===== src/design/md_loader_pkg.sv =====
// Shared widths, header addresses and types for the cartridge and cheat loader.
// Every RTL block takes what it needs from here by a wildcard import.

package md_loader_pkg;

	//////////////////////////////////////////////////////////////////////
	// Download port and header layout
	//////////////////////////////////////////////////////////////////////

	localparam int IOCTL_ADDR_W = 25;
	localparam int IOCTL_DATA_W = 16;

	// Word addresses inside the cartridge header
	localparam logic [IOCTL_ADDR_W-1:0] HDR_REGION_ADDR  = 25'h1F0;
	localparam logic [IOCTL_ADDR_W-1:0] HDR_REGION2_ADDR = 25'h1F2;
	localparam logic [IOCTL_ADDR_W-1:0] HDR_END_ADDR     = 25'h200;

	localparam int CHEAT_SLOTS  = 4;
	localparam int CHEAT_CODE_W = 128;

	// Auto region modes
	localparam logic [1:0] AUTO_HEADER   = 2'd0;
	localparam logic [1:0] AUTO_FILE_EXT = 2'd1;
	localparam logic [1:0] AUTO_DISABLED = 2'd2;

	typedef struct packed {
		logic                    download;
		logic                    wr;
		logic [7:0]              index;
		logic [IOCTL_ADDR_W-1:0] addr;
		logic [IOCTL_DATA_W-1:0] data;
	} ioctl_t;

	typedef struct packed {
		logic cart_dl;
		logic code_dl;
		logic cart_ms;
		logic cart_start;
		logic cart_end;
	} dl_kind_t;

	typedef enum logic [1:0] {
		REGION_JP = 2'd0,
		REGION_US = 2'd1,
		REGION_EU = 2'd2
	} region_e;

	typedef struct packed {
		logic j;
		logic u;
		logic e;
	} hdr_flags_t;

	//////////////////////////////////////////////////////////////////////
	// Cheat code and CPU bus views
	//////////////////////////////////////////////////////////////////////

	// Flags bit 0 enables the compare value
	typedef struct packed {
		logic [31:0] flags;
		logic [31:0] address;
		logic [31:0] compare;
		logic [31:0] replace;
	} cheat_code_t;

	typedef struct packed {
		logic [23:0] addr;
		logic [15:0] data;
	} m68k_bus_t;

	typedef struct packed {
		logic [15:0] addr;
		logic [7:0]  data;
	} z80_bus_t;

endpackage


===== src/design/cheat_code_loader.sv =====
// Collects the 16-bit words of a cheat file into one 128-bit code.
// Strobes the code out after its last word and clears the slots on a new file.

`timescale 1ns/1ps

module cheat_code_loader import md_loader_pkg::*; (
	input  logic        clk_sys,
	input  logic        sys_reset,
	input  ioctl_t      ioctl_i,
	input  dl_kind_t    dl_kind_i,
	output cheat_code_t code_o,
	output logic        code_stb_o,
	output logic        clear_o
);

	cheat_code_t code_q;
	logic        stb_q;
	logic        clear_q;
	logic        code_wr;

	assign code_wr = dl_kind_i.code_dl & ioctl_i.wr;

	// Word placement, low half first
	always_ff @(posedge clk_sys) begin
		if (code_wr) begin
			case (ioctl_i.addr[3:0])
				4'd0:  code_q.flags[15:0]    <= ioctl_i.data;
				4'd2:  code_q.flags[31:16]   <= ioctl_i.data;
				4'd4:  code_q.address[15:0]  <= ioctl_i.data;
				4'd6:  code_q.address[31:16] <= ioctl_i.data;
				4'd8:  code_q.compare[15:0]  <= ioctl_i.data;
				4'd10: code_q.compare[31:16] <= ioctl_i.data;
				4'd12: code_q.replace[15:0]  <= ioctl_i.data;
				4'd14: code_q.replace[31:16] <= ioctl_i.data;
				default: ;
			endcase
		end
	end

	always_ff @(posedge clk_sys) begin
		if (sys_reset) begin
			stb_q   <= 1'b0;
			clear_q <= 1'b0;
		end else begin
			stb_q   <= code_wr && ioctl_i.addr[3:0] == 4'd14;
			clear_q <= (code_wr && ioctl_i.addr == '0) | dl_kind_i.cart_start;
		end
	end

	assign code_o     = code_q;
	assign code_stb_o = stb_q;
	assign clear_o    = clear_q;

endmodule


===== src/design/cheat_patcher.sv =====
// Holds a few cheat codes and patches matching reads on one CPU bus.
// The bus type sets the address and data widths, so one block serves both CPUs.

`timescale 1ns/1ps

module cheat_patcher import md_loader_pkg::*; #(
	parameter type bus_t = m68k_bus_t
) (
	input  logic        clk_sys,
	input  logic        sys_reset,
	input  logic        enable_i,
	input  cheat_code_t code_i,
	input  logic        code_stb_i,
	input  logic        clear_i,
	input  bus_t        bus_i,
	output bus_t        bus_o,
	output logic        avail_o
);

	localparam int ADDR_W = $bits(bus_i.addr);
	localparam int DATA_W = $bits(bus_i.data);
	localparam int IDX_W  = (CHEAT_SLOTS > 1) ? $clog2(CHEAT_SLOTS) : 1;

	cheat_code_t             slot_code [CHEAT_SLOTS];
	logic [CHEAT_SLOTS-1:0]  slot_valid;
	logic [IDX_W-1:0]        free_idx;
	logic                    has_free;
	logic                    hit;
	logic [DATA_W-1:0]       hit_data;
	bus_t                    bus_q;

	//////////////////////////////////////////////////////////////////////
	// Slot fill
	//////////////////////////////////////////////////////////////////////

	// Slots fill in order, so the lowest empty one is next
	always_comb begin
		free_idx = '0;
		has_free = 1'b0;
		for (int i = CHEAT_SLOTS - 1; i >= 0; i--) begin
			if (!slot_valid[i]) begin
				free_idx = IDX_W'(i);
				has_free = 1'b1;
			end
		end
	end

	always_ff @(posedge clk_sys) begin
		if (sys_reset || clear_i)
			slot_valid <= '0;
		else if (code_stb_i && has_free)
			slot_valid[free_idx] <= 1'b1;
	end

	always_ff @(posedge clk_sys) begin
		if (code_stb_i && has_free && !clear_i)
			slot_code[free_idx] <= code_i;
	end

	//////////////////////////////////////////////////////////////////////
	// Lookup, lowest matching slot wins
	//////////////////////////////////////////////////////////////////////

	always_comb begin
		hit      = 1'b0;
		hit_data = bus_i.data;
		for (int i = CHEAT_SLOTS - 1; i >= 0; i--) begin
			if (slot_valid[i] &&
			    slot_code[i].address[ADDR_W-1:0] == bus_i.addr &&
			    (!slot_code[i].flags[0] || slot_code[i].compare[DATA_W-1:0] == bus_i.data)) begin
				hit      = 1'b1;
				hit_data = slot_code[i].replace[DATA_W-1:0];
			end
		end
	end

	always_ff @(posedge clk_sys) begin
		bus_q.addr <= bus_i.addr;
		bus_q.data <= (enable_i && hit) ? hit_data : bus_i.data;
	end

	assign bus_o   = bus_q;
	assign avail_o = |slot_valid;

endmodule


===== src/design/download_decode.sv =====
// Decodes the download file index into cartridge and cheat kinds.
// Holds the cartridge kind for the whole download and makes start/end pulses.

`timescale 1ns/1ps

module download_decode import md_loader_pkg::*; (
	input  logic     clk_sys,
	input  logic     sys_reset,
	input  ioctl_t   ioctl_i,
	output dl_kind_t dl_kind_o
);

	logic cart_dl;
	logic code_dl;
	logic cart_dl_d;
	logic cart_ms_q;
	logic start_q;
	logic end_q;

	// Index 1 is a main console image, 2 a master-system image
	assign cart_dl = ioctl_i.download &
		(ioctl_i.index[4:0] == 5'd1 || ioctl_i.index[4:0] == 5'd2);
	assign code_dl = ioctl_i.download & (&ioctl_i.index);

	always_ff @(posedge clk_sys) begin
		if (sys_reset) begin
			cart_dl_d <= 1'b0;
			cart_ms_q <= 1'b0;
			start_q   <= 1'b0;
			end_q     <= 1'b0;
		end else begin
			cart_dl_d <= cart_dl;
			start_q   <= cart_dl & ~cart_dl_d;
			end_q     <= ~cart_dl & cart_dl_d;
			// Kind latched once per download
			if (cart_dl & ~cart_dl_d)
				cart_ms_q <= (ioctl_i.index[4:0] == 5'd2);
		end
	end

	always_comb begin
		dl_kind_o.cart_dl    = cart_dl;
		dl_kind_o.code_dl    = code_dl;
		dl_kind_o.cart_ms    = cart_ms_q;
		dl_kind_o.cart_start = start_q;
		dl_kind_o.cart_end   = end_q;
	end

endmodule


===== src/design/header_region_scan.sv =====
// Watches cartridge writes for the region field of the header.
// Sets the J/U/E flags and raises header-ready once the header has passed.

`timescale 1ns/1ps

module header_region_scan import md_loader_pkg::*; (
	input  logic       clk_sys,
	input  logic       sys_reset,
	input  ioctl_t     ioctl_i,
	input  dl_kind_t   dl_kind_i,
	output hdr_flags_t hdr_flags_o,
	output logic       hdr_ready_o
);

	hdr_flags_t flags_q;
	logic       ready_q;
	logic       hdr_wr;
	logic [7:0] lo_byte;
	logic [7:0] hi_byte;
	logic [3:0] hex_rgn;

	assign hdr_wr  = ioctl_i.wr & dl_kind_i.cart_dl;
	assign lo_byte = ioctl_i.data[7:0];
	assign hi_byte = ioctl_i.data[15:8];
	// Hex letters A..F, nibble 1..6 maps to 0xA..0xF
	assign hex_rgn = lo_byte[3:0] - 4'd7;

	always_ff @(posedge clk_sys) begin
		if (sys_reset) begin
			flags_q <= '0;
			ready_q <= 1'b0;
		end else begin
			if (dl_kind_i.cart_start)
				flags_q <= '0;
			if (dl_kind_i.cart_end)
				ready_q <= 1'b0;

			if (hdr_wr && ioctl_i.addr == HDR_REGION_ADDR) begin
				if (lo_byte == "J")
					flags_q.j <= 1'b1;
				else if (lo_byte == "U")
					flags_q.u <= 1'b1;
				else if (lo_byte == "E")
					flags_q.e <= 1'b1;
				else if (lo_byte >= "0" && lo_byte <= "9")
					{flags_q.e, flags_q.u, flags_q.j} <= {lo_byte[3], lo_byte[2], lo_byte[0]};
				else if (lo_byte >= "A" && lo_byte <= "F")
					{flags_q.e, flags_q.u, flags_q.j} <= {hex_rgn[3], hex_rgn[2], hex_rgn[0]};

				// High byte may carry a second letter
				if (hi_byte == "J")
					flags_q.j <= 1'b1;
				else if (hi_byte == "U")
					flags_q.u <= 1'b1;
				else if (hi_byte == "E")
					flags_q.e <= 1'b1;
			end

			if (hdr_wr && ioctl_i.addr == HDR_REGION2_ADDR) begin
				if (lo_byte == "J")
					flags_q.j <= 1'b1;
				else if (lo_byte == "U")
					flags_q.u <= 1'b1;
				else if (lo_byte == "E")
					flags_q.e <= 1'b1;
			end

			if (hdr_wr && ioctl_i.addr == HDR_END_ADDR)
				ready_q <= 1'b1;
		end
	end

	assign hdr_flags_o = flags_q;
	assign hdr_ready_o = ready_q;

endmodule


===== src/design/md_loader_top.sv =====
// Top of the cartridge and cheat loading path.
// Decodes downloads, scans the header for a region and patches both CPU buses.

`timescale 1ns/1ps

module md_loader_top import md_loader_pkg::*; (
	input  logic       clk_sys,
	input  logic       sys_reset,
	input  ioctl_t     ioctl_i,
	input  logic [1:0] auto_mode_i,
	input  logic [1:0] prio_i,
	input  logic       cheats_en_i,
	input  m68k_bus_t  m68k_bus_i,
	input  z80_bus_t   z80_bus_i,
	output m68k_bus_t  m68k_bus_o,
	output z80_bus_t   z80_bus_o,
	output region_e    region_o,
	output logic       region_set_o,
	output logic       cart_ms_o,
	output logic       cheats_avail_o
);

	dl_kind_t    dl_kind;
	hdr_flags_t  hdr_flags;
	logic        hdr_ready;
	cheat_code_t code;
	logic        code_stb;
	logic        clear;

	//////////////////////////////////////////////////////////////////////
	// Decode and header scan
	//////////////////////////////////////////////////////////////////////

	download_decode decode_i (
		.clk_sys   (clk_sys),
		.sys_reset (sys_reset),
		.ioctl_i   (ioctl_i),
		.dl_kind_o (dl_kind)
	);

	header_region_scan scan_i (
		.clk_sys     (clk_sys),
		.sys_reset   (sys_reset),
		.ioctl_i     (ioctl_i),
		.dl_kind_i   (dl_kind),
		.hdr_flags_o (hdr_flags),
		.hdr_ready_o (hdr_ready)
	);

	region_select region_i (
		.clk_sys       (clk_sys),
		.sys_reset     (sys_reset),
		.dl_kind_i     (dl_kind),
		.hdr_flags_i   (hdr_flags),
		.hdr_ready_i   (hdr_ready),
		.ioctl_index_i (ioctl_i.index),
		.auto_mode_i   (auto_mode_i),
		.prio_i        (prio_i),
		.region_o      (region_o),
		.region_set_o  (region_set_o)
	);

	//////////////////////////////////////////////////////////////////////
	// Cheat engine
	//////////////////////////////////////////////////////////////////////

	cheat_code_loader loader_i (
		.clk_sys    (clk_sys),
		.sys_reset  (sys_reset),
		.ioctl_i    (ioctl_i),
		.dl_kind_i  (dl_kind),
		.code_o     (code),
		.code_stb_o (code_stb),
		.clear_o    (clear)
	);

	// 68k patches main console carts only
	cheat_patcher #(.bus_t(m68k_bus_t)) m68k_patch_i (
		.clk_sys    (clk_sys),
		.sys_reset  (sys_reset),
		.enable_i   (cheats_en_i & ~dl_kind.cart_ms),
		.code_i     (code),
		.code_stb_i (code_stb),
		.clear_i    (clear),
		.bus_i      (m68k_bus_i),
		.bus_o      (m68k_bus_o),
		.avail_o    (cheats_avail_o)
	);

	cheat_patcher #(.bus_t(z80_bus_t)) z80_patch_i (
		.clk_sys    (clk_sys),
		.sys_reset  (sys_reset),
		.enable_i   (cheats_en_i & dl_kind.cart_ms),
		.code_i     (code),
		.code_stb_i (code_stb),
		.clear_i    (clear),
		.bus_i      (z80_bus_i),
		.bus_o      (z80_bus_o),
		.avail_o    ()
	);

	assign cart_ms_o = dl_kind.cart_ms;

endmodule


===== src/design/region_select.sv =====
// Picks the console region when the header becomes ready.
// Uses the header flags in priority order, or the file extension bits of the index.

`timescale 1ns/1ps

module region_select import md_loader_pkg::*; (
	input  logic       clk_sys,
	input  logic       sys_reset,
	input  dl_kind_t   dl_kind_i,
	input  hdr_flags_t hdr_flags_i,
	input  logic       hdr_ready_i,
	input  logic [7:0] ioctl_index_i,
	input  logic [1:0] auto_mode_i,
	input  logic [1:0] prio_i,
	output region_e    region_o,
	output logic       region_set_o
);

	logic    ready_d;
	region_e region_q;
	logic    set_q;

	// First set flag in priority order, default when none is set
	function automatic region_e pick_region(input logic [1:0] prio, input hdr_flags_t f);
		region_e r;
		case (prio)
			2'd0: r = f.u ? REGION_US : f.e ? REGION_EU : f.j ? REGION_JP : REGION_US;
			2'd1: r = f.e ? REGION_EU : f.u ? REGION_US : f.j ? REGION_JP : REGION_EU;
			2'd2: r = f.u ? REGION_US : f.j ? REGION_JP : f.e ? REGION_EU : REGION_US;
			default: r = f.j ? REGION_JP : f.u ? REGION_US : f.e ? REGION_EU : REGION_JP;
		endcase
		return r;
	endfunction

	always_ff @(posedge clk_sys) begin
		if (sys_reset) begin
			ready_d  <= 1'b0;
			region_q <= REGION_JP;
			set_q    <= 1'b0;
		end else begin
			ready_d <= hdr_ready_i;
			if (hdr_ready_i & ~ready_d & ~dl_kind_i.cart_ms) begin
				case (auto_mode_i)
					AUTO_HEADER: begin
						region_q <= pick_region(prio_i, hdr_flags_i);
						set_q    <= 1'b1;
					end
					AUTO_FILE_EXT: begin
						region_q <= region_e'(ioctl_index_i[7:6]);
						set_q    <= |ioctl_index_i;
					end
					default: ;
				endcase
			end
			if (~hdr_ready_i & ready_d)
				set_q <= 1'b0;
		end
	end

	assign region_o     = region_q;
	assign region_set_o = set_q;

endmodule


===== config.mk =====
export PLATFORM = sky130hd
export DESIGN_NAME = md_loader_top
export DESIGN_NICKNAME = d
export VERILOG_FILES = /design/src/design/md_loader_pkg.sv /design/src/design/cheat_code_loader.sv /design/src/design/cheat_patcher.sv /design/src/design/download_decode.sv /design/src/design/header_region_scan.sv /design/src/design/md_loader_top.sv /design/src/design/region_select.sv
export SDC_FILE = /design/constraint.sdc
export NUM_CORES = 1
export LEC_CHECK = 0
export ABC_CLOCK_PERIOD_IN_PS = 10050
export BUFFER_PORTS_ARGS = -buffer_cell sky130_fd_sc_hd__buf_2
export CAP_MARGIN = 20
export CORE_MARGIN = 3
export CORE_UTILIZATION = 40
export DETAILED_ROUTE_END_ITERATION = 7
export PLACE_DENSITY = 0.6
export RECOVER_POWER = 25
export SLEW_MARGIN = 20
export SYNTH_ARGS = -nofsm -noshare
export SYNTH_HDL_FRONTEND = slang
export SYNTH_SLANG_ARGS = --single-unit

===== constraint.sdc =====
create_clock -name clk_sys -period 10.05 [get_ports clk_sys]
set_clock_uncertainty 0.2 [all_clocks]
set_input_delay 0.5025 -clock clk_sys [delete_from_list [all_inputs] [get_ports clk_sys]]
set_output_delay 0.5025 -clock clk_sys [all_outputs]
set_load 0.005 [all_outputs]

# Word-level counts from Yosys, hierarchy flattened
# Memories as Yosys holds them, arrays and structs flattened.
# Index checks and enable logic that the tools add are counted.
classes:
  muxes: 87
  n_addsub: 1
  n_lt_le_gt_ge: 8
  bitwise_logic: 19
  reduce_logical: 69
  n_eq_ne: 37
ops:
  columns: ["op", "n"]
  rows:
  - ["equality test 16 bit", 8]
  - ["equality test 24 bit", 4]
  - ["2-to-1 mux 16 bit", 5]
  - ["equality test 25 x 9 -> 1 bit (second input constant)", 2]
  - ["equality test 8 x 7 -> 1 bit (second input constant)", 6]
  - ["2-to-1 mux 2 bit", 23]
  - ["2-to-1 mux 8 bit", 5]
  - ["2-to-1 mux 1 bit", 38]
  - ["2-to-1 mux 3 bit", 11]
  - ["equality test 8 bit", 4]
  - ["logical AND 1 bit", 31]
  - ["equality test 25 x 10 -> 1 bit (second input constant)", 1]
  - ["zero test 25 bit", 1]
  - ["AND reduction 2 bit", 9]
  - ["equality test 4 bit (second input constant)", 4]
  - ["AND 1 bit", 11]
  - ["logical OR 1 bit", 10]
  - ["zero test 1 bit", 9]
  - ["equality test 4 x 3 -> 1 bit (second input constant)", 2]
  - [">= comparator 8 x 6 -> 1 bit (second input constant)", 1]
  - [">= comparator 8 x 7 -> 1 bit (second input constant)", 1]
  - ["<= comparator 8 x 6 -> 1 bit (second input constant)", 1]
  - ["<= comparator 8 x 7 -> 1 bit (second input constant)", 1]
  - ["OR 4 bit", 2]
  - ["21 further kinds", 31]
word_totals:
  inputBits: 122
  ff_bits: 214
  mem_bits_rw: 1024
  memories: 2
mem_list:
  columns: ["name", "words", "width", "read_ports", "rd_ports_with_merged_regs", "write_ports", "line", "rtl"]
  rows:
  - ["m68k_patch_i.slot_code", 4, 128, 4, 0, 1, "cheat_patcher.sv:24", "cheat_code_t slot_code [CHEAT_SLOTS];"]
  - ["z80_patch_i.slot_code", 4, 128, 4, 0, 1, "cheat_patcher.sv:24", null]

# Longest topological paths before layout
# Gate-level depths: netlist of the first run.
depth:
  ltp_word: 20
  mapped_depth: 11
  ltp_nobuf: 7

# Cells and area by module
# From an unflattened synthesis of the first run, not the netlist that was laid out.
hier_totals:
  cells_unflattened: 1392
  area_unflattened_um2: 22332.7
by_module_without_submodules:
  columns: ["module", "seq_area_each_um2", "area_each_um2", "cells_per_inst", "n_inst"]
  rows:
  - ["cheat_patcher at m68k_patch_i", 7727.4, 10832.9, 680, 1]
  - ["cheat_patcher at z80_patch_i", 4524.3, 6397.4, 423, 1]
  - ["cheat_code_loader", 3883.7, 4026.4, 153, 1]
  - ["header_region_scan", 80.1, 540.5, 77, 1]
  - ["region_select", 80.1, 302.8, 32, 1]
  - ["download_decode", 80.1, 216.5, 25, 1]
  - ["md_loader_top", 0.0, 16.3, 2, 1]

# Least setup slack after synthesis of the first run
# Ideal clock, no wire load.
synth_path:
  path_type: "register to register"
  startpoint: "register loader_i.stb_q, in the netlist loader_i.code_stb_o"
  endpoint: "memory m68k_patch_i.slot_code[3][0] in the netlist's numbering, enable pin"
  period_less_slack_ns: 7.516
  arrival_time_ns: 6.684
  setup_slack_ns: 2.534
  stages_incl_launch_ff: 5
  path_buffers: 2
  cell_sequence: "dfxtp_1 -> clkbuf_1 -> nand2b_1 -> clkbuf_1 -> nor4b_1"
synth_via:
  elab_chain_len: 4
synth_rtl:
  columns: ["item", "line", "rtl"]
  rows:
  - ["from (decl)", "cheat_code_loader.sv:17", "logic stb_q;"]
  - ["from (signal assigned)", "cheat_code_loader.sv:42", "stb_q <= 1'b0;"]
  - ["from (signal assigned)", "cheat_code_loader.sv:45", "stb_q <= code_wr && ioctl_i.addr[3:0] == 4'd14;"]
  - ["logical AND 1 bit (2 in series)", "cheat_patcher.sv:56", "if (code_stb_i && has_free && !clear_i)"]
  - ["2-to-1 mux 1 bit", "cheat_patcher.sv:56", null]
  - ["2-to-1 mux 1 bit (not written as such)", "cheat_patcher.sv:57", "slot_code[free_idx] <= code_i;"]
  - ["to (decl)", "cheat_patcher.sv:24", null]
# Every way passes these cells.

# Worst setup path after layout of the first run
layout_path:
  startpoint: "input port m68k_bus_i[20] in the netlist's numbering"
  endpoint: "register m68k_patch_i.bus_q (netlist bit m68k_patch_i.bus_o[0])"
layout_via:
  elab_chain_len: 9
  word_cells_on_any_way: 22
  classes_between: "4 x eq/ne; 9 x mux; 9 x reduce/logical"
layout_rtl:
  columns: ["item", "line", "rtl"]
  rows:
  - ["from (decl)", "md_loader_top.sv:13", "input m68k_bus_t m68k_bus_i,"]
  - ["equality test 24 bit", "cheat_patcher.sv:69", "slot_code[i].address[ADDR_W-1:0] == bus_i.addr &&"]
  - ["logical AND 1 bit", "cheat_patcher.sv:68", "if (slot_valid[i] &&"]
  - ["logical AND 1 bit", "cheat_patcher.sv:69", null]
  - ["2-to-1 mux 1 bit (4 in series)", "cheat_patcher.sv:68", null]
  - ["logical AND 1 bit", "cheat_patcher.sv:79", "bus_q.data <= (enable_i && hit) ? hit_data : bus_i.data;"]
  - ["2-to-1 mux 16 bit (*)", "cheat_patcher.sv:79", null]
  - ["to (decl)", "cheat_patcher.sv:30", "bus_t bus_q;"]
# Mark *: on every way between the ends. The rest lies on a longest branch, timed or not.
# A chain may end at the register's enable or synchronous reset.

==> reports/qor.txt, run 1 <==
Avg Inst Size Synth -> 15.6 um^2
Final Hold Viols -> 0
maxcap violations -> 0
Core Rows -> 81
f_max -> 255 MHz
fin cells -> 2234
Slew headroom -> 24.9%
Port Buf Inserts -> 190
final-report setup violation count -> 0
reg2reg end -> m68k_patch_i.bus_o[0]
clock transition at the registers of the reported paths -> 0.06 ns
Post-synth EDFFs -> 417
total power -> 4400 uW
Post-synth ARST share -> 0%
Area Overhead vs Synth -> 19.6%
Post CTS Setup Buffer Count -> 0
status -> complete, no violations
CP Max Fanout -> 17
worst reg2reg path depth -> 7
H-tree depth -> 2
CTS resizes -> 0
IO Pins -> 191
final worst-path cycle share -> 39.0%
Leak -> 0.00775 uW
Slew Limit Fails -> 0
total number of vias -> 11500
Worst Hold Path EP -> region_i.region_set_o
Worst EP arrival -> 4.24 ns
Die H -> 229 um
sequential area share after synthesis -> 71.7%
clk buf depth -> 3
flop2flop setup slack -> 6.37 ns
vias in the first global route -> 11600
initial antenna violation count -> 6
CTS tree -> done
Core ar. -> 0.0490 mm^2
initial DRC count -> 929
Antenna Nets Post-Route -> 0
initial core utilization -> 40.6%
fin nets -> 1643
Tot GR Track Use -> 19.1%
grt ovf -> 0
drt first pass iters -> 7
CTS Sinks -> 503
FF+latch count, synth -> 503
Cell Pwr Density -> 185 mW/mm^2
r2r startpoint -> m68k_patch_i.slot_code[1][68]
pin count of the biggest net entering global routing -> 58
latest clock arrival within the worst-skew pair -> 0.60 ns
Required @ worst endpoint -> 10.37 ns
Syn Nets -> 1395
crit path capture type -> flip-flop
Post-CTS Hold Buffers -> 46
RSZ-0062 raised after global routing -> no
Worst Setup Start Kind -> input port
WS Path Type -> input port to flip-flop
Root Buffer -> clkbuf_16
setup tns final -> 0 ns
Synth Instances -> 1273
first-pass GRT wire length -> 74.6 mm
DRC viols -> 0
Die ar. -> 0.0524 mm^2
final wirelength -> 50.4 mm
WL per Instance -> 22.6 um
Hold Path Stages -> 3
Final min period -> 3.92 ns
die width -> 229 um
RD Place Congestion -> 0.864
Synth cell types -> 64
Syn. warnings -> 0
Max VDD drop -> 0.000124 V
Main synth FF type -> edfxtp_1
Cell Area, Synth -> 0.0199 mm^2
placed cells -> 2084
Hold Path Class -> input port to flip-flop
share of cells above drive strength 1 -> 18.0%
Detailed Place HPWL -> 34.7 mm
hold_sp -> ioctl_i[48]
worst slew pin tran -> 1.12 ns
vias per cell -> 5.16
CTS Buf Count -> 52
per-stage QoR:
stage	setup slack, ns	hold slack [ns]	util (%)	cell area [um^2]
3_3_place_gp	5.89	0.209	44.1	21600
4_1_cts	6.11	0.00295	48.6	23800
6_report	6.13	0.0379	48.5	23800
5_1_grt	6.00	0.0307	48.5	23700
3_5_place_dp	5.86	0.217	44.1	21600
2_1_floorplan	2.53	0.200	-	19900
area by class of cell:
| cell class | instances | area (um^2) |
|---|---|---|
| diodes | 5 | 12.5 |
| clock buffers | 78 | 1540 |
| multi-input cells | 678 | 5290 |
| well taps | 664 | 831 |
| repair buffers | 255 | 1490 |
| flip-flops and latches | 503 | 14200 |
| inverters | 31 | 116 |
| fillers | 4161 | 25200 |
| clock inverters | 20 | 233 |
report_power, final:
group	internal [uW]	leakage, uW	total, uW	switching (uW)
logic	76.9	0.00241	177	100
registers	2240	0.00446	2250	5.27
clock network	1190	0.000873	1980	790
critical path, cell delays in order:
cell,delay [ns]
dlygate4sd3_1,0.53
clkbuf_1,0.18
xnor2_1,0.42
nand4_1,0.13
or4_1,0.89
or3_1,0.80
a311oi_1,0.50
o21ai_1,0.12
a2bb2oi_1,0.16
how the worst max path moves through the flow:
| stage | depth (start not counted) | startpoint | to |
|---|---|---|---|
| floorplan | 4 | loader_i.code_stb_o | m68k_patch_i.slot_code[3][0] |
| global placement | 8 | m68k_bus_i[3] | m68k_patch_i.bus_o[3] |
| detailed placement | 8 | m68k_bus_i[11] | m68k_patch_i.bus_o[3] |
| CTS | 9 | m68k_bus_i[37] | m68k_patch_i.bus_o[0] |
| global route | 9 | m68k_bus_i[31] | m68k_patch_i.bus_o[0] |
| finish | 9 | m68k_bus_i[20] | m68k_patch_i.bus_o[0] |
layout by cell type, fill, tap and decap left out, types with 5 or more instances in the layout:
master	instances
clkbuf_16	55
buf_2	133
nor4_1	43
a21oi_1	15
nor3_1	16
clkbuf_8	8
nand4_1	66
bufinv_16	5
and2_1	8
clkbuf_1	72
a31oi_1	5
nor2_1	30
dlygate4sd3_1	46
a2bb2oi_2	10
inv_1	31
diode_2	5
mux2_1	9
o21ai_1	22
a311oi_2	10
buf_4	18
nand3_1	13
nand2_1	24
a211oi_1	15
xor2_1	81
a2bb2oi_1	5
mux2_2	6
o21ai_0	10
clkinv_2	8
xnor2_1	172
edfxtp_1	417
dfxtp_1	86
a311oi_1	6
mux2i_1	25
nand2b_1	7
or4_1	7
nor4b_1	5
synthesized netlist by cell type (4+ instances only):
library cell  instances  area share (%)
o211ai_1              4            0.15
nand2b_1              7            0.22
xnor2_2               4            0.33
mux2_2                6            0.34
nand2_1              24            0.45
buf_2                20            0.50
xnor2_1             172             7.6
and2_1                8            0.25
nor3b_1               5            0.19
nand3_1              13            0.33
inv_1                31            0.59
a31oi_1               5            0.16
clkbuf_1             33            0.62
mux2_1                9            0.51
nor2_1               32            0.60
a2bb2oi_1             5            0.22
a21oi_1              15            0.38
nor4_1               44             1.4
edfxtp_1            417              63
xor2_1               81             3.6
dfxtp_1              86             8.7
o21ai_0              10            0.25
nand4_1              66             2.1
or4_1                 7            0.26
a2bb2oi_2            10            0.76
nor3_1               19            0.48
a311oi_2             10            0.76
o21ai_1              22            0.55
nand3b_1              4            0.15
and3_1                4            0.13
mux2i_1              25             1.3
nor4b_1               7            0.31
a311oi_1              6            0.26
a211oi_1             16            0.60
kinds of logic (layout without fill, tap and decap cells):
| group | Yosys count | in the layout | synth area share (%) |
|---|---|---|---|
| AO/OA/AOI/OAI | 122 | 122 | 4.98 |
| buffers and inverters | 92 | 384 | 2.05 |
| other | 0 | 5 | 0 |
| XOR/XNOR | 257 | 257 | 11.5 |
| multiplexers | 40 | 40 | 2.11 |
| flip-flops | 503 | 503 | 71.7 |
| AND/OR/NAND/NOR | 259 | 259 | 7.64 |
sequential cells by signal (all words and copies together), names as in the netlist, 2 cells and up:
signal / cells
loader_i.code_o: 57
m68k_patch_i.bus_o: 40
m68k_patch_i.slot_code: 228
m68k_patch_i.slot_valid: 4
region_i.region_o: 2
scan_i.hdr_flags_o: 3
z80_patch_i.bus_o: 24
z80_patch_i.slot_code: 132
z80_patch_i.slot_valid: 4
per-layer routing:
metal	global-route usage (%)	vias up	routed length, um
met2	31.9	404	24500
met1	25.3	5752	21400
met5	0	-	13
li1	-	5295	-
met4	6.18	2	1280
met3	3.50	78	3210
No activity file was read; power rests on OpenSTA's default activity.
==> inputs of run 2 (changes only) <==
- ABC_CLOCK_PERIOD_IN_PS: 10050 -> 3500
- PLACE_DENSITY: 0.6 -> 0.62
- clock period: 10.05 -> 3.5 ns (I/O delays scaled with it)
==> reports/qor.txt, run 2 (synthesized netlist as in run 1, its figures left out) <==
DP Area -> 0.0219 mm^2
RSZ-0062 raised after global routing -> no
CP Max Fanout -> 9
final worst-path cycle share -> 93.6%
# fillers -> 4115
Antenna Nets Post-Route -> 0
share of cells above drive strength 1 -> 19.0%
Core Rows -> 81
worst reg2reg path depth -> 8
most common cell after layout, fill and taps aside -> edfxtp_1
Leak -> 0.00823 uW
final wirelength -> 51.6 mm
f_max -> 305 MHz
GRT Max-Usage Layer -> met2
total number of vias -> 11800
Final Hold Viols -> 0
met3 Usage GRT -> 3.32%
Root Buffer -> clkbuf_16
diode count -> 0
Worst Hold Path EP -> loader_i.clear_o
Sequential Area -> 0.0142 mm^2
vias per cell -> 5.09
CTS Sinks -> 503
Detailed Place HPWL -> 35.0 mm
Worst Setup Start Kind -> input port
pin count of the biggest net entering global routing -> 58
Max VDD drop -> 0.000307 V
Core ar. -> 0.0490 mm^2
initial core utilization -> 40.6%
Die H -> 229 um
initial DRC count -> 865
grt ovf -> 0
flop2flop setup slack -> 0.27 ns
status -> complete, no violations
post-route cell area -> 0.0248 mm^2
largest register by flop count -> m68k_patch_i.slot_code
WS Path Type -> input port to flip-flop
CTS tree -> done
Required @ worst endpoint -> 3.82 ns
die width -> 229 um
reg2reg end -> z80_patch_i.bus_o[7]
most frequent cells in the layout -> 417 x edfxtp_1, 172 x xnor2_1, 135 x buf_2, 116 x dlygate4sd3_1, 86 x dfxtp_1
Final min period -> 3.27 ns
drt first pass iters -> 5
Hold Path Class -> input port to flip-flop
RD Place Congestion -> 0.880
hold_sp -> ioctl_i[46]
Hold Path Stages -> 6
Cell Pwr Density -> 519 mW/mm^2
end-of-flow core utilization -> 50.7%
clk buf depth -> 3
Tot GR Track Use -> 19.6%
crit path capture type -> flip-flop
Area Overhead vs Synth -> 24.9%
first-pass GRT wire length -> 77.4 mm
Global Route met1 Usage -> 26.6%
vias in the first global route -> 12400
Largest register FFs -> 228
Die ar. -> 0.0524 mm^2
Slew headroom -> 42.4%
CTS Buf Count -> 52
multi-input logic area -> 0.00534 mm^2
clock transition at the registers of the reported paths -> 0.06 ns
fin nets -> 1733
DRC viols -> 0
WL per Instance -> 22.2 um
met2 usage -> 32.7%
latest clock arrival within the worst-skew pair -> 0.60 ns
Slew Limit Fails -> 0
IO Pins -> 191
initial antenna violation count -> 0
worst slew pin tran -> 0.856 ns
Worst EP arrival -> 3.60 ns
final-report setup violation count -> 0
Port Buf Inserts -> 190
r2r startpoint -> z80_patch_i.slot_code[1][64]
H-tree depth -> 2
maxcap violations -> 0
-- run 2: cell types whose count changed in the layout (fill, tap and decap cells not counted), sizes merged --
cell,before,now
inv,34,35
bufinv,5,9
clkinv,11,18
diode,5,0
buf,152,173
clkbuf,135,122
dlygate4sd3,46,116
-- run 2: worst max path at each step --
stage	startpoint	to
global placement	m68k_patch_i.slot_code[1][36]	m68k_patch_i.bus_o[14]
detailed placement	m68k_patch_i.slot_code[1][36]	m68k_patch_i.bus_o[3]
CTS	z80_patch_i.slot_code[1][77]	z80_patch_i.bus_o[7]
floorplan	loader_i.code_stb_o	m68k_patch_i.slot_code[1][0]
global route	z80_patch_i.slot_code[2][38]	z80_patch_i.bus_o[7]
finish	ioctl_i[4]	scan_i.hdr_flags_o[1]
-- run 2: final cells by class --
cell class,instances,share of cell area (%)
Sequential cell,503,57.4
Multi-Input combinational cell,678,21.5
Timing Repair Buffer,345,9.84
Clock buffer,66,5.74
Tap cell,664,3.35
Clock inverter,32,1.65
Inverter,31,0.469
-- run 2: critical path: stages --
cell	delay (ns)
dlygate4sd3_1	0.52
clkbuf_1	0.62
nand4bb_1	0.29
a31o_2	0.31
a221oi_1	0.43
o21ai_0	0.17
a221o_1	0.36
a21oi_1	0.15
dlygate4sd3_1	0.56
-- run 2: metal layers --
| layer | routed length, um | up-vias |
|---|---|---|
| met2 | 24800 | 389 |
| met3 | 2660 | 84 |
| met5 | 0 | - |
| met1 | 22900 | 5854 |
| li1 | - | 5482 |
| met4 | 1210 | 0 |
-- run 2: per-stage QoR --
step           setup TNS (ns)  cells  setup WS, ns  hold WS [ns]  power (uW)
6_report                    0   2319         0.225        0.0504       12900
5_1_grt                     0   2319        0.0191        0.0633       13300
4_1_cts                     0   2318         0.174       0.00843       13000
3_5_place_dp                0   2104         0.448         0.195        7070
3_3_place_gp                0   2104         0.444         0.190        7060
2_1_floorplan          -30.53   1273        -0.291       0.00272        6820
-- run 2: what timing repair did --
action,CTS,global route
buffers inserted,0,0
hold buffers,116,0
setup endpoints to repair,0,4
hold endpoints to repair,176,0
resized for setup,0,1
-- run 2: report_power, final --
group          switching (uW)  leakage, uW  internal (uW)
clock network            2300     0.000915           3560
logic                     303      0.00285            265
registers                14.7      0.00446           6440
total                    2620      0.00823          10300
